$ cat src/axi_xbar_settings.svh
`ifndef AXI_XBAR_SETTINGS_SVH
`define AXI_XBAR_SETTINGS_SVH

// slave ports on the write path
`define AXI_XBAR_NUM_SLAVES 5

// bus widths
`define AXI_XBAR_ADDR_WIDTH 32
`define AXI_XBAR_DATA_WIDTH 32

// log2 of one region, 4 KiB per slave
`define AXI_XBAR_REGION_BITS 12

// slave 0 starts here, slave i at base + i * region
`define AXI_XBAR_BASE 32'h0000_0000

`endif
$ cat src/axi_xbar_pkg.sv
`default_nettype none

package axi_xbar_pkg;

`include "axi_xbar_settings.svh"

    localparam int STRB_WIDTH = `AXI_XBAR_DATA_WIDTH / 8;

    // slave index, 0 to 4 are real slaves
    typedef logic [3:0] slave_sel_t;

    // no slave selected, decode error target
    localparam slave_sel_t SEL_NONE = 4'hF;

    typedef struct packed {
        logic [`AXI_XBAR_ADDR_WIDTH-1:0] addr;
        logic [2:0]                      prot;
    } aw_chan_t;

    typedef struct packed {
        logic [`AXI_XBAR_DATA_WIDTH-1:0] data;
        logic [STRB_WIDTH-1:0]           strb;
    } w_chan_t;

    typedef enum logic [1:0] {
        RESP_OKAY   = 2'b00,
        RESP_EXOKAY = 2'b01,
        RESP_SLVERR = 2'b10,
        RESP_DECERR = 2'b11
    } resp_t;

    // one write in flight at a time
    typedef enum logic [1:0] {
        WR_IDLE = 2'b00,
        WR_DATA = 2'b01,
        WR_RESP = 2'b10
    } wr_state_t;

endpackage

`default_nettype wire

$ cat src/axi_write_xbar.sv
`timescale 1ns/1ps
`default_nettype none

`include "axi_xbar_settings.svh"

module axi_write_xbar
    import axi_xbar_pkg::*;
(
    input  wire logic     clk_i,
    input  wire logic     reset,
    // master port
    input  wire logic     awvalid,
    output logic          awready,
    input  wire aw_chan_t aw,
    input  wire logic     wvalid,
    output logic          wready,
    input  wire w_chan_t  w,
    output logic          bvalid,
    input  wire logic     bready,
    output resp_t         bresp,
    // slave ports
    output logic          s0_awvalid,
    input  wire logic     s0_awready,
    output aw_chan_t      s0_aw,
    output logic          s0_wvalid,
    input  wire logic     s0_wready,
    output w_chan_t       s0_w,
    input  wire logic     s0_bvalid,
    output logic          s0_bready,
    input  wire resp_t    s0_bresp,
    output logic          s1_awvalid,
    input  wire logic     s1_awready,
    output aw_chan_t      s1_aw,
    output logic          s1_wvalid,
    input  wire logic     s1_wready,
    output w_chan_t       s1_w,
    input  wire logic     s1_bvalid,
    output logic          s1_bready,
    input  wire resp_t    s1_bresp,
    output logic          s2_awvalid,
    input  wire logic     s2_awready,
    output aw_chan_t      s2_aw,
    output logic          s2_wvalid,
    input  wire logic     s2_wready,
    output w_chan_t       s2_w,
    input  wire logic     s2_bvalid,
    output logic          s2_bready,
    input  wire resp_t    s2_bresp,
    output logic          s3_awvalid,
    input  wire logic     s3_awready,
    output aw_chan_t      s3_aw,
    output logic          s3_wvalid,
    input  wire logic     s3_wready,
    output w_chan_t       s3_w,
    input  wire logic     s3_bvalid,
    output logic          s3_bready,
    input  wire resp_t    s3_bresp,
    output logic          s4_awvalid,
    input  wire logic     s4_awready,
    output aw_chan_t      s4_aw,
    output logic          s4_wvalid,
    input  wire logic     s4_wready,
    output w_chan_t       s4_w,
    input  wire logic     s4_bvalid,
    output logic          s4_bready,
    input  wire resp_t    s4_bresp
);

    logic  [`AXI_XBAR_NUM_SLAVES-1:0] s_awvalid;
    logic  [`AXI_XBAR_NUM_SLAVES-1:0] s_awready;
    logic  [`AXI_XBAR_NUM_SLAVES-1:0] s_wvalid;
    logic  [`AXI_XBAR_NUM_SLAVES-1:0] s_wready;
    logic  [`AXI_XBAR_NUM_SLAVES-1:0] s_bvalid;
    logic  [`AXI_XBAR_NUM_SLAVES-1:0] s_bready;
    resp_t [`AXI_XBAR_NUM_SLAVES-1:0] s_bresp;
    aw_chan_t                         s_aw;
    w_chan_t                          s_w;
    slave_sel_t                       s_wsel;
    logic                             err_wready;
    logic                             err_bvalid;
    resp_t                            err_bresp;

    // per-slave signals packed, slave 0 in bit 0
    assign s_awready = {s4_awready, s3_awready, s2_awready, s1_awready, s0_awready};
    assign s_wready  = {s4_wready, s3_wready, s2_wready, s1_wready, s0_wready};
    assign s_bvalid  = {s4_bvalid, s3_bvalid, s2_bvalid, s1_bvalid, s0_bvalid};
    assign s_bresp[0] = s0_bresp;
    assign s_bresp[1] = s1_bresp;
    assign s_bresp[2] = s2_bresp;
    assign s_bresp[3] = s3_bresp;
    assign s_bresp[4] = s4_bresp;

    assign {s4_awvalid, s3_awvalid, s2_awvalid, s1_awvalid, s0_awvalid} = s_awvalid;
    assign {s4_wvalid, s3_wvalid, s2_wvalid, s1_wvalid, s0_wvalid}      = s_wvalid;
    assign {s4_bready, s3_bready, s2_bready, s1_bready, s0_bready}      = s_bready;

    // address and data go to every slave
    assign s0_aw = s_aw;
    assign s1_aw = s_aw;
    assign s2_aw = s_aw;
    assign s3_aw = s_aw;
    assign s4_aw = s_aw;
    assign s0_w  = s_w;
    assign s1_w  = s_w;
    assign s2_w  = s_w;
    assign s3_w  = s_w;
    assign s4_w  = s_w;

    axi_write_decoder i_decoder (
        .clk_i      (clk_i),
        .reset      (reset),
        .awvalid    (awvalid),
        .awready    (awready),
        .aw         (aw),
        .wvalid     (wvalid),
        .wready     (wready),
        .bvalid     (bvalid),
        .bready     (bready),
        .s_awvalid  (s_awvalid),
        .s_awready  (s_awready),
        .s_aw       (s_aw),
        .s_wsel     (s_wsel),
        .err_wready (err_wready),
        .err_bvalid (err_bvalid),
        .err_bresp  (err_bresp)
    );

    axi_slave_mux_w i_mux_w (
        .wvalid     (wvalid),
        .wready     (wready),
        .w          (w),
        .s_wsel     (s_wsel),
        .s_wvalid   (s_wvalid),
        .s_wready   (s_wready),
        .s_w        (s_w),
        .err_wready (err_wready)
    );

    axi_slave_mux_b i_mux_b (
        .s_wsel     (s_wsel),
        .s_bvalid   (s_bvalid),
        .s_bresp    (s_bresp),
        .s_bready   (s_bready),
        .bvalid     (bvalid),
        .bresp      (bresp),
        .bready     (bready),
        .err_bvalid (err_bvalid),
        .err_bresp  (err_bresp)
    );

endmodule

`default_nettype wire

$ cat src/axi_slave_mux_b.sv
`timescale 1ns/1ps
`default_nettype none

`include "axi_xbar_settings.svh"

module axi_slave_mux_b
    import axi_xbar_pkg::*;
(
    input  wire slave_sel_t                       s_wsel,
    input  wire logic  [`AXI_XBAR_NUM_SLAVES-1:0] s_bvalid,
    input  wire resp_t [`AXI_XBAR_NUM_SLAVES-1:0] s_bresp,
    output logic       [`AXI_XBAR_NUM_SLAVES-1:0] s_bready,
    output logic                                  bvalid,
    output resp_t                                 bresp,
    input  wire logic                             bready,
    input  wire logic                             err_bvalid,
    input  wire resp_t                            err_bresp
);

    // response back to the master
    always_comb begin
        bvalid = 1'b0;
        bresp  = RESP_OKAY;
        if (s_wsel == SEL_NONE) begin
            bvalid = err_bvalid;
            bresp  = err_bresp;
        end else begin
            for (int i = 0; i < `AXI_XBAR_NUM_SLAVES; i++) begin
                if (s_wsel == slave_sel_t'(i)) begin
                    bvalid = s_bvalid[i];
                    bresp  = s_bresp[i];
                end
            end
        end
    end

    // unselected slaves see bready low and keep their response
    always_comb begin
        s_bready = '0;
        for (int i = 0; i < `AXI_XBAR_NUM_SLAVES; i++) begin
            if (s_wsel == slave_sel_t'(i)) begin
                s_bready[i] = bready;
            end
        end
    end

endmodule

`default_nettype wire

$ cat src/axi_slave_mux_w.sv
`timescale 1ns/1ps
`default_nettype none

`include "axi_xbar_settings.svh"

module axi_slave_mux_w
    import axi_xbar_pkg::*;
(
    input  wire logic                            wvalid,
    output logic                                 wready,
    input  wire w_chan_t                         w,
    input  wire slave_sel_t                      s_wsel,
    output logic     [`AXI_XBAR_NUM_SLAVES-1:0]  s_wvalid,
    input  wire logic [`AXI_XBAR_NUM_SLAVES-1:0] s_wready,
    output w_chan_t                              s_w,
    input  wire logic                            err_wready
);

    // ready from the selected slave
    always_comb begin
        case (s_wsel)
            4'h0: begin
                wready = s_wready[0];
            end
            4'h1: begin
                wready = s_wready[1];
            end
            4'h2: begin
                wready = s_wready[2];
            end
            4'h3: begin
                wready = s_wready[3];
            end
            4'h4: begin
                wready = s_wready[4];
            end
            SEL_NONE: begin
                // only high in WR_DATA for an unmapped write
                wready = err_wready;
            end
            default: begin
                wready = 1'b0;
            end
        endcase
    end

    // valid to one slave at most
    always_comb begin
        s_wvalid = '0;
        for (int i = 0; i < `AXI_XBAR_NUM_SLAVES; i++) begin
            if (s_wsel == slave_sel_t'(i)) begin
                s_wvalid[i] = wvalid;
            end
        end
    end

    // payload broadcast, qualified by valid
    assign s_w = w;

endmodule

`default_nettype wire

$ cat src/axi_write_decoder.sv
`timescale 1ns/1ps
`default_nettype none

`include "axi_xbar_settings.svh"

module axi_write_decoder
    import axi_xbar_pkg::*;
(
    input  wire logic                            clk_i,
    input  wire logic                            reset,
    input  wire logic                            awvalid,
    output logic                                 awready,
    input  wire aw_chan_t                        aw,
    input  wire logic                            wvalid,
    input  wire logic                            wready,
    input  wire logic                            bvalid,
    input  wire logic                            bready,
    output logic     [`AXI_XBAR_NUM_SLAVES-1:0]  s_awvalid,
    input  wire logic [`AXI_XBAR_NUM_SLAVES-1:0] s_awready,
    output aw_chan_t                             s_aw,
    output slave_sel_t                           s_wsel,
    output logic                                 err_wready,
    output logic                                 err_bvalid,
    output resp_t                                err_bresp
);

    localparam int REGION_IDX_W = `AXI_XBAR_ADDR_WIDTH - `AXI_XBAR_REGION_BITS;

    wr_state_t                       state;
    logic [`AXI_XBAR_ADDR_WIDTH-1:0] addr_offset;
    logic [REGION_IDX_W-1:0]         region_idx;
    logic                            dec_hit;
    slave_sel_t                      dec_sel;

    // addresses below base wrap to a large offset and miss the map
    always_comb begin
        addr_offset = aw.addr - `AXI_XBAR_BASE;
        region_idx  = addr_offset[`AXI_XBAR_ADDR_WIDTH-1:`AXI_XBAR_REGION_BITS];
        dec_hit     = region_idx < REGION_IDX_W'(`AXI_XBAR_NUM_SLAVES);
        dec_sel     = dec_hit ? slave_sel_t'(region_idx) : SEL_NONE;
    end

    // aw routed only while idle
    always_comb begin
        s_awvalid = '0;
        awready   = 1'b0;
        if (state == WR_IDLE) begin
            if (!dec_hit) begin
                // unmapped, take the address here
                awready = 1'b1;
            end
            for (int i = 0; i < `AXI_XBAR_NUM_SLAVES; i++) begin
                if (dec_sel == slave_sel_t'(i)) begin
                    s_awvalid[i] = awvalid;
                    awready      = s_awready[i];
                end
            end
        end
    end

    assign s_aw = aw;

    // selection held through data and response
    always_ff @(posedge clk_i) begin
        if (reset) begin
            state  <= WR_IDLE;
            s_wsel <= SEL_NONE;
        end else begin
            case (state)
                WR_IDLE: begin
                    if (awvalid && awready) begin
                        state  <= WR_DATA;
                        s_wsel <= dec_sel;
                    end
                end
                WR_DATA: begin
                    if (wvalid && wready) begin
                        state <= WR_RESP;
                    end
                end
                WR_RESP: begin
                    if (bvalid && bready) begin
                        state  <= WR_IDLE;
                        s_wsel <= SEL_NONE;
                    end
                end
                default: begin
                    state  <= WR_IDLE;
                    s_wsel <= SEL_NONE;
                end
            endcase
        end
    end

    // error slave: swallow the data, then answer DECERR
    assign err_wready = (state == WR_DATA) && (s_wsel == SEL_NONE);
    assign err_bvalid = (state == WR_RESP) && (s_wsel == SEL_NONE);
    assign err_bresp  = RESP_DECERR;

endmodule

`default_nettype wire

$ cat config.mk
export PLATFORM = sky130hd
export DESIGN_NAME = axi_write_xbar
export DESIGN_NICKNAME = d
export VERILOG_FILES = /design/src/axi_xbar_pkg.sv /design/src/axi_write_xbar.sv /design/src/axi_slave_mux_b.sv /design/src/axi_slave_mux_w.sv /design/src/axi_write_decoder.sv
export VERILOG_INCLUDE_DIRS = /design/src /design/src/src
export SDC_FILE = /design/constraint.sdc
export NUM_CORES = 1
export LEC_CHECK = 0
export ABC_AREA = 0
export BUFFER_PORTS_ARGS = -buffer_cell sky130_fd_sc_hd__buf_2
export CAP_MARGIN = 10
export CELL_PAD_IN_SITES_DETAIL_PLACEMENT = 0
export CELL_PAD_IN_SITES_GLOBAL_PLACEMENT = 1
export CORE_AREA = 4 4 185 187
export CTS_BUF_LIST = sky130_fd_sc_hd__clkbuf_8
export DETAILED_ROUTE_END_ITERATION = 7
export DIE_AREA = 0 0 189 191
export PLACE_DENSITY_LB_ADDON = 0.1
export SYNTH_ARGS = -nofsm -noshare
export SYNTH_HDL_FRONTEND = slang
export SYNTH_SLANG_ARGS = --single-unit
export TNS_END_PERCENT = 50
$ cat constraint.sdc
create_clock -name clk_i -period 1.8 [get_ports clk_i]
set_input_delay 0.27 -clock clk_i [delete_from_list [all_inputs] [get_ports clk_i]]
set_output_delay 0.27 -clock clk_i [all_outputs]
set_load 0.05 [all_outputs]
Word-level counts from Yosys, hierarchy flattened
Index checks and enable logic that the tools add are counted.

Bits of input ports: 101. Register bits after elaboration: 6. Word-level logic and storage cells: 72. Output and inout bits: 375.

Reduce and logical (&&, ||, !) cells: 10. Equal/unequal tests: 14. Order comparisons: 1. Bitwise logic cells: 1. Multiplexer cells: 44.

Operators with widths (number): $mux W1 (28); $lt A20 B3 Y1 const B (1); $mux W2 (9); $eq A4 B2 Y1 const B (4); $mux W4 (3); $pmux W4 S3 (1); $eq A4 B1 Y1 const B (2); $eq A4 B3 Y1 const B (2); $logic_not A4 Y1 (2); $pmux W1 S6 (1); $pmux W2 S3 (1); $reduce_and A3 Y1 (2); $logic_and A1 B1 Y1 (5); $mux W5 (1); $eq A4 B4 Y1 const B (1); $ne A2 B1 Y1 const B (2); $eq A2 B1 Y1 const B (1); $eq A2 B2 Y1 const B (1); $logic_not A2 Y1 (1); $ne A2 B2 Y1 const B (1); $not A1 Y1 (1).

Depth between registers and ports, before layout
Depth in word-level cells: 12. Gate-level depth with buffers: 6. Depth with buffers taken out: 5.

Hierarchy
A second synthesis with hierarchy kept.

Cell total of the unflattened synthesis: 485. Area total of the unflattened synthesis: 3589.7 µm².

By module, submodules not included: axi_write_xbar (cells each 284, area an instance 2132.0 µm², sequential area each 0.0 µm², instances 1); axi_write_decoder (cells each 101, area an instance 764.5 µm², sequential area each 120.1 µm², instances 1); axi_slave_mux_w (cells each 56, area an instance 405.4 µm², sequential area each 0.0 µm², instances 1); axi_slave_mux_b (cells each 44, area an instance 287.8 µm², sequential area each 0.0 µm², instances 1).

Least setup slack after synthesis
No wires, ideal clock.

Path type: input to output. Start point: input port aw[15] (netlist name). End point: output port s0_awvalid. Data required time: 1.530 ns. Data arrival time: 2.278 ns. Path slack: -0.748 ns. Stages: 5. Path buffers: 1. Cells stage by stage: buf_4 -> o21ai_2 -> nand4_1 -> or4_4 -> nor3_1.

Cells in the longest elaborated chain, start to end: 5.

RTL lines: start, declared (RTL line axi_write_xbar.sv:14) `input wire aw_chan_t aw,`; $lt A20 B3 Y1 (RTL line axi_write_decoder.sv:39) `` dec_hit = region_idx < REGION_IDX_W'(`AXI_XBAR_NUM_SLAVES); ``; $mux W4 (*) (RTL line axi_write_decoder.sv:40) `dec_sel = dec_hit ? slave_sel_t'(region_idx) : SEL_NONE;`; $logic_not A4 Y1 (*) (RTL line axi_write_decoder.sv:53) `if (dec_sel == slave_sel_t'(i)) begin`; $mux W1 (*) (RTL line axi_write_decoder.sv:53); $mux W5 (*) (RTL line axi_write_decoder.sv:47) `if (state == WR_IDLE) begin`; end, declared (RTL line axi_write_xbar.sv:22) `output logic s0_awvalid,`.

Every way passes the cells marked *; elsewhere a longest branch is shown, timed or not.

Final worst setup path
Start point: input port aw[32] (netlist name). End point: output port s3_awvalid.

Cells in the longest elaborated chain, start to end: 5.

RTL lines: $lt A20 B3 Y1 (RTL line axi_write_decoder.sv:39); $mux W4 (RTL line axi_write_decoder.sv:40); $eq A4 B2 Y1 (RTL line axi_write_decoder.sv:53); $mux W1 (RTL line axi_write_decoder.sv:53); $mux W5 (RTL line axi_write_decoder.sv:47); end, declared (RTL line axi_write_xbar.sv:49) `output logic s3_awvalid,`.

No other way between the ends.

==> impl_metrics.tcl <==
set metrics [dict create \
    synthArstFlopShare 0 \
    num-fill-cells 3804 \
    setup_violations 10 \
    crit_start "aw[32]" \
    utilization 0.09527 \
    yosysWarnings 0 \
    max-cap-violations 0 \
    finalHoldViolCount 0 \
    worstRegToRegCells 7 \
    max_freq_mhz 472.9 \
    ys_seq_elements 6 \
    coreArea_mm2 0.03245 \
    worst-path-stages 7 \
    syn_area_per_cell_um2 7.584 \
    root_buffer "clkbuf_8" \
    htreeDepth 1 \
    via_per_inst 2.391 \
    io_pins 476 \
    dp_hpwl_mm 7.764 \
    cts_tree "built" \
    failed_checks "setup timing" \
    cp_cell_sequence "buf_8 -> nor4_4 -> buf_4 -> nand4_1 -> or4_4 -> nor3_4 -> buf_6" \
    synth_nets 571 \
    start_kind "input pin" \
    place_congestion 0.6229 \
    clock-sinks 6 \
    dp_slack_ps -644.3 \
    vdd_drop_max_mv 0.1641 \
    setup_tns_ps -1595 \
    syn_area_mm2 0.003565 \
    slew_violations 0 \
    finalWirelength_mm 8.903 \
    grt_max_degree 14 \
    drcViolationCount 0 \
    finalNetCount 439 \
    ys.flop_type "dfxtp_1" \
    wl_per_cell_um 11.44 \
    slowest_stage "or4_4" \
    ys_seq_area_frac 0.03370 \
    die_h_um 191 \
    max_stage_delay_ps 530 \
    worst-r2r-setup-slack_ps 120 \
    diodes 0 \
    clock_latency_ps 220 \
    critical_path.top_delay_family "simple AND/OR/NAND/NOR gates" \
    period_share 1.175 \
    required_ps 1530 \
    synthToLayoutAreaGrowth_pct -13.27 \
    cp.arrival_ps 1840 \
    outcome "finished with violations" \
    hold_depth 3 \
    num_vias 1860 \
    crit_path_end_kind "primary output" \
    die_w_um 189 \
    clkTransAtPathRegs_ps 40 \
    fin_ws_ps -314.7 \
    synth_edf_count 0 \
    cp_num_buf_inv 3 \
    grt_pass1_vias 1984 \
    min_from "reset" \
    rsz0062_at_grt "true" \
    criticalPathCategory "input pin to primary output" \
    cts_max_path_buffers 2 \
    slew-limit-headroom 0.7610 \
    grt_usage 0.04401 \
    die-area_mm2 0.03610 \
    pwr_density_cell_mw_per_mm2 379.2 \
    synth_cell_types 45 \
    antenna_left 0 \
    grt-ovfl-total 0 \
    grt_pass1_wl_mm 12.31 \
    synthCells 470 \
    tightest_slew_ps 358.6 \
    finClkSkew_ps 3.343 \
    postCtsHoldBufs 0 \
    min_period_ps 2115 \
    cts_buffers 3 \
    crit_fanout 4 \
    drive_above_1_share 0.7946 \
    drt_iter0_drc 24 \
    start_util 0.1098 \
    hold_class "input pin to register" \
    rows 66 \
    power.leakage_nw 1.374 \
    antenna_found_initial 0 \
    reg2reg_from "i_decoder.s_wsel[1]$_SDFFE_PP1P_" \
    io_buffers 169 \
    drt_pass1_iterations 3 \
]
area by class of cell:
type                    instances  area [µm²]  share of cell area
flip-flops and latches          6       131.4             0.04249
well taps                     442       553.0              0.1789
repair buffers                224        1408              0.4553
multi-input cells             100       947.2              0.3064
clock buffers                   3       41.29             0.01335
inverters                       3       11.26            0.003642
kinds of logic after synthesis:
kind of cell / synth area share
flops: 0.03370
simple gates: 0.1067
compound gates: 0.07020
mux: 0.02948
buf+inv: 0.7599
cell usage after synthesis (2+ instances only):
cell      count  share of area
buf_4       357           0.75
nor2_1       16          0.017
nor3_1       10          0.014
nand2b_1      8          0.014
dfxtp_1       6          0.034
mux2i_1       6          0.017
nand2_1       5         0.0053
nor2b_1       4         0.0070
a21oi_1       3         0.0042
and3_1        3         0.0053
inv_1         3         0.0032
nand4_1       3         0.0053
o31a_1        3         0.0074
a21o_1        2         0.0042
a22o_1        2         0.0049
and2_1        2         0.0035
buf_2         2         0.0028
clkbuf_1      2         0.0021
mux4_2        2          0.013
nor4_1        2         0.0035
o211ai_1      2         0.0042
o21a_1        2         0.0042
o21bai_1      2         0.0042
or3_1         2         0.0035
per-layer routing:
layer | GRT usage | share of wire
met5 | 0 | 0
met4 | 0.02074 | 0.021
met3 | 0.01333 | 0.094
met2 | 0.07528 | 0.51
met1 | 0.05030 | 0.38
final timing paths:
check	end
worst max-delay path	s3_awvalid
worst min-delay path	i_decoder.state[0]$_SDFFE_PP0P_
worst max register to register	i_decoder.s_wsel[3]$_SDFFE_PP1P_
worst min register to register	i_decoder.s_wsel[1]$_SDFFE_PP1P_
report_power, final:
part	internal (mW)	switching [mW]	leakage (nW)	total [mW]
clock network	0.144	0.0583	0.0216	0.202
registers	0.132	0.00138	0.0485	0.133
logic	0.219	0.618	1.30	0.837
timing repair:
| action | 4_1_cts | 5_1_grt |
|---|---|---|
| setup endpoints to repair | 18 | 23 |
| setup buffers | 5 | 1 |
| resized for setup | 61 | 14 |
| pin swaps | 11 | 5 |
flip-flops by register name, summed over array words and instances (netlist names):
signal and count:
i_decoder.state 2, i_decoder.s_wsel 4
cells in the final DEF, fill, tap and decap left out, types with 3 or more instances in the layout:
cell and instances:
buf_2 151, buf_4 51, buf_6 17, nor2_1 15, nand2b_1 6, nor3_4 6, nand2_1 4, mux2i_1 4
nor3_2 3, and3_1 3, nand4_1 3, inv_1 3, nor3_1 3, o31a_1 3, clkbuf_8 3, dfxtp_4 3
dfxtp_1 3
worst reg2reg max path: cells and delay by family, from the launching register on:
kind / cells / cell delay (ps)
compound gates: 4 / 720
flops: 1 / 350
buf+inv: 2 / 250
simple gates: 1 / 250
through the flow:
stage | cells | hold slack, ps | cell area (µm²) | total power [mW]
after floorplan | 470 | 339.1 | 3615 | 2.352
after global placement | 772 | 541.0 | 2749 | 0.9735
after detailed placement | 772 | 541.0 | 2749 | 0.9654
after CTS | 779 | 417.2 | 3054 | 1.194
after global routing | 778 | 434.4 | 3092 | 1.235
final | 778 | 406.1 | 3092 | 1.172
Power figures use the tool's default switching activity.
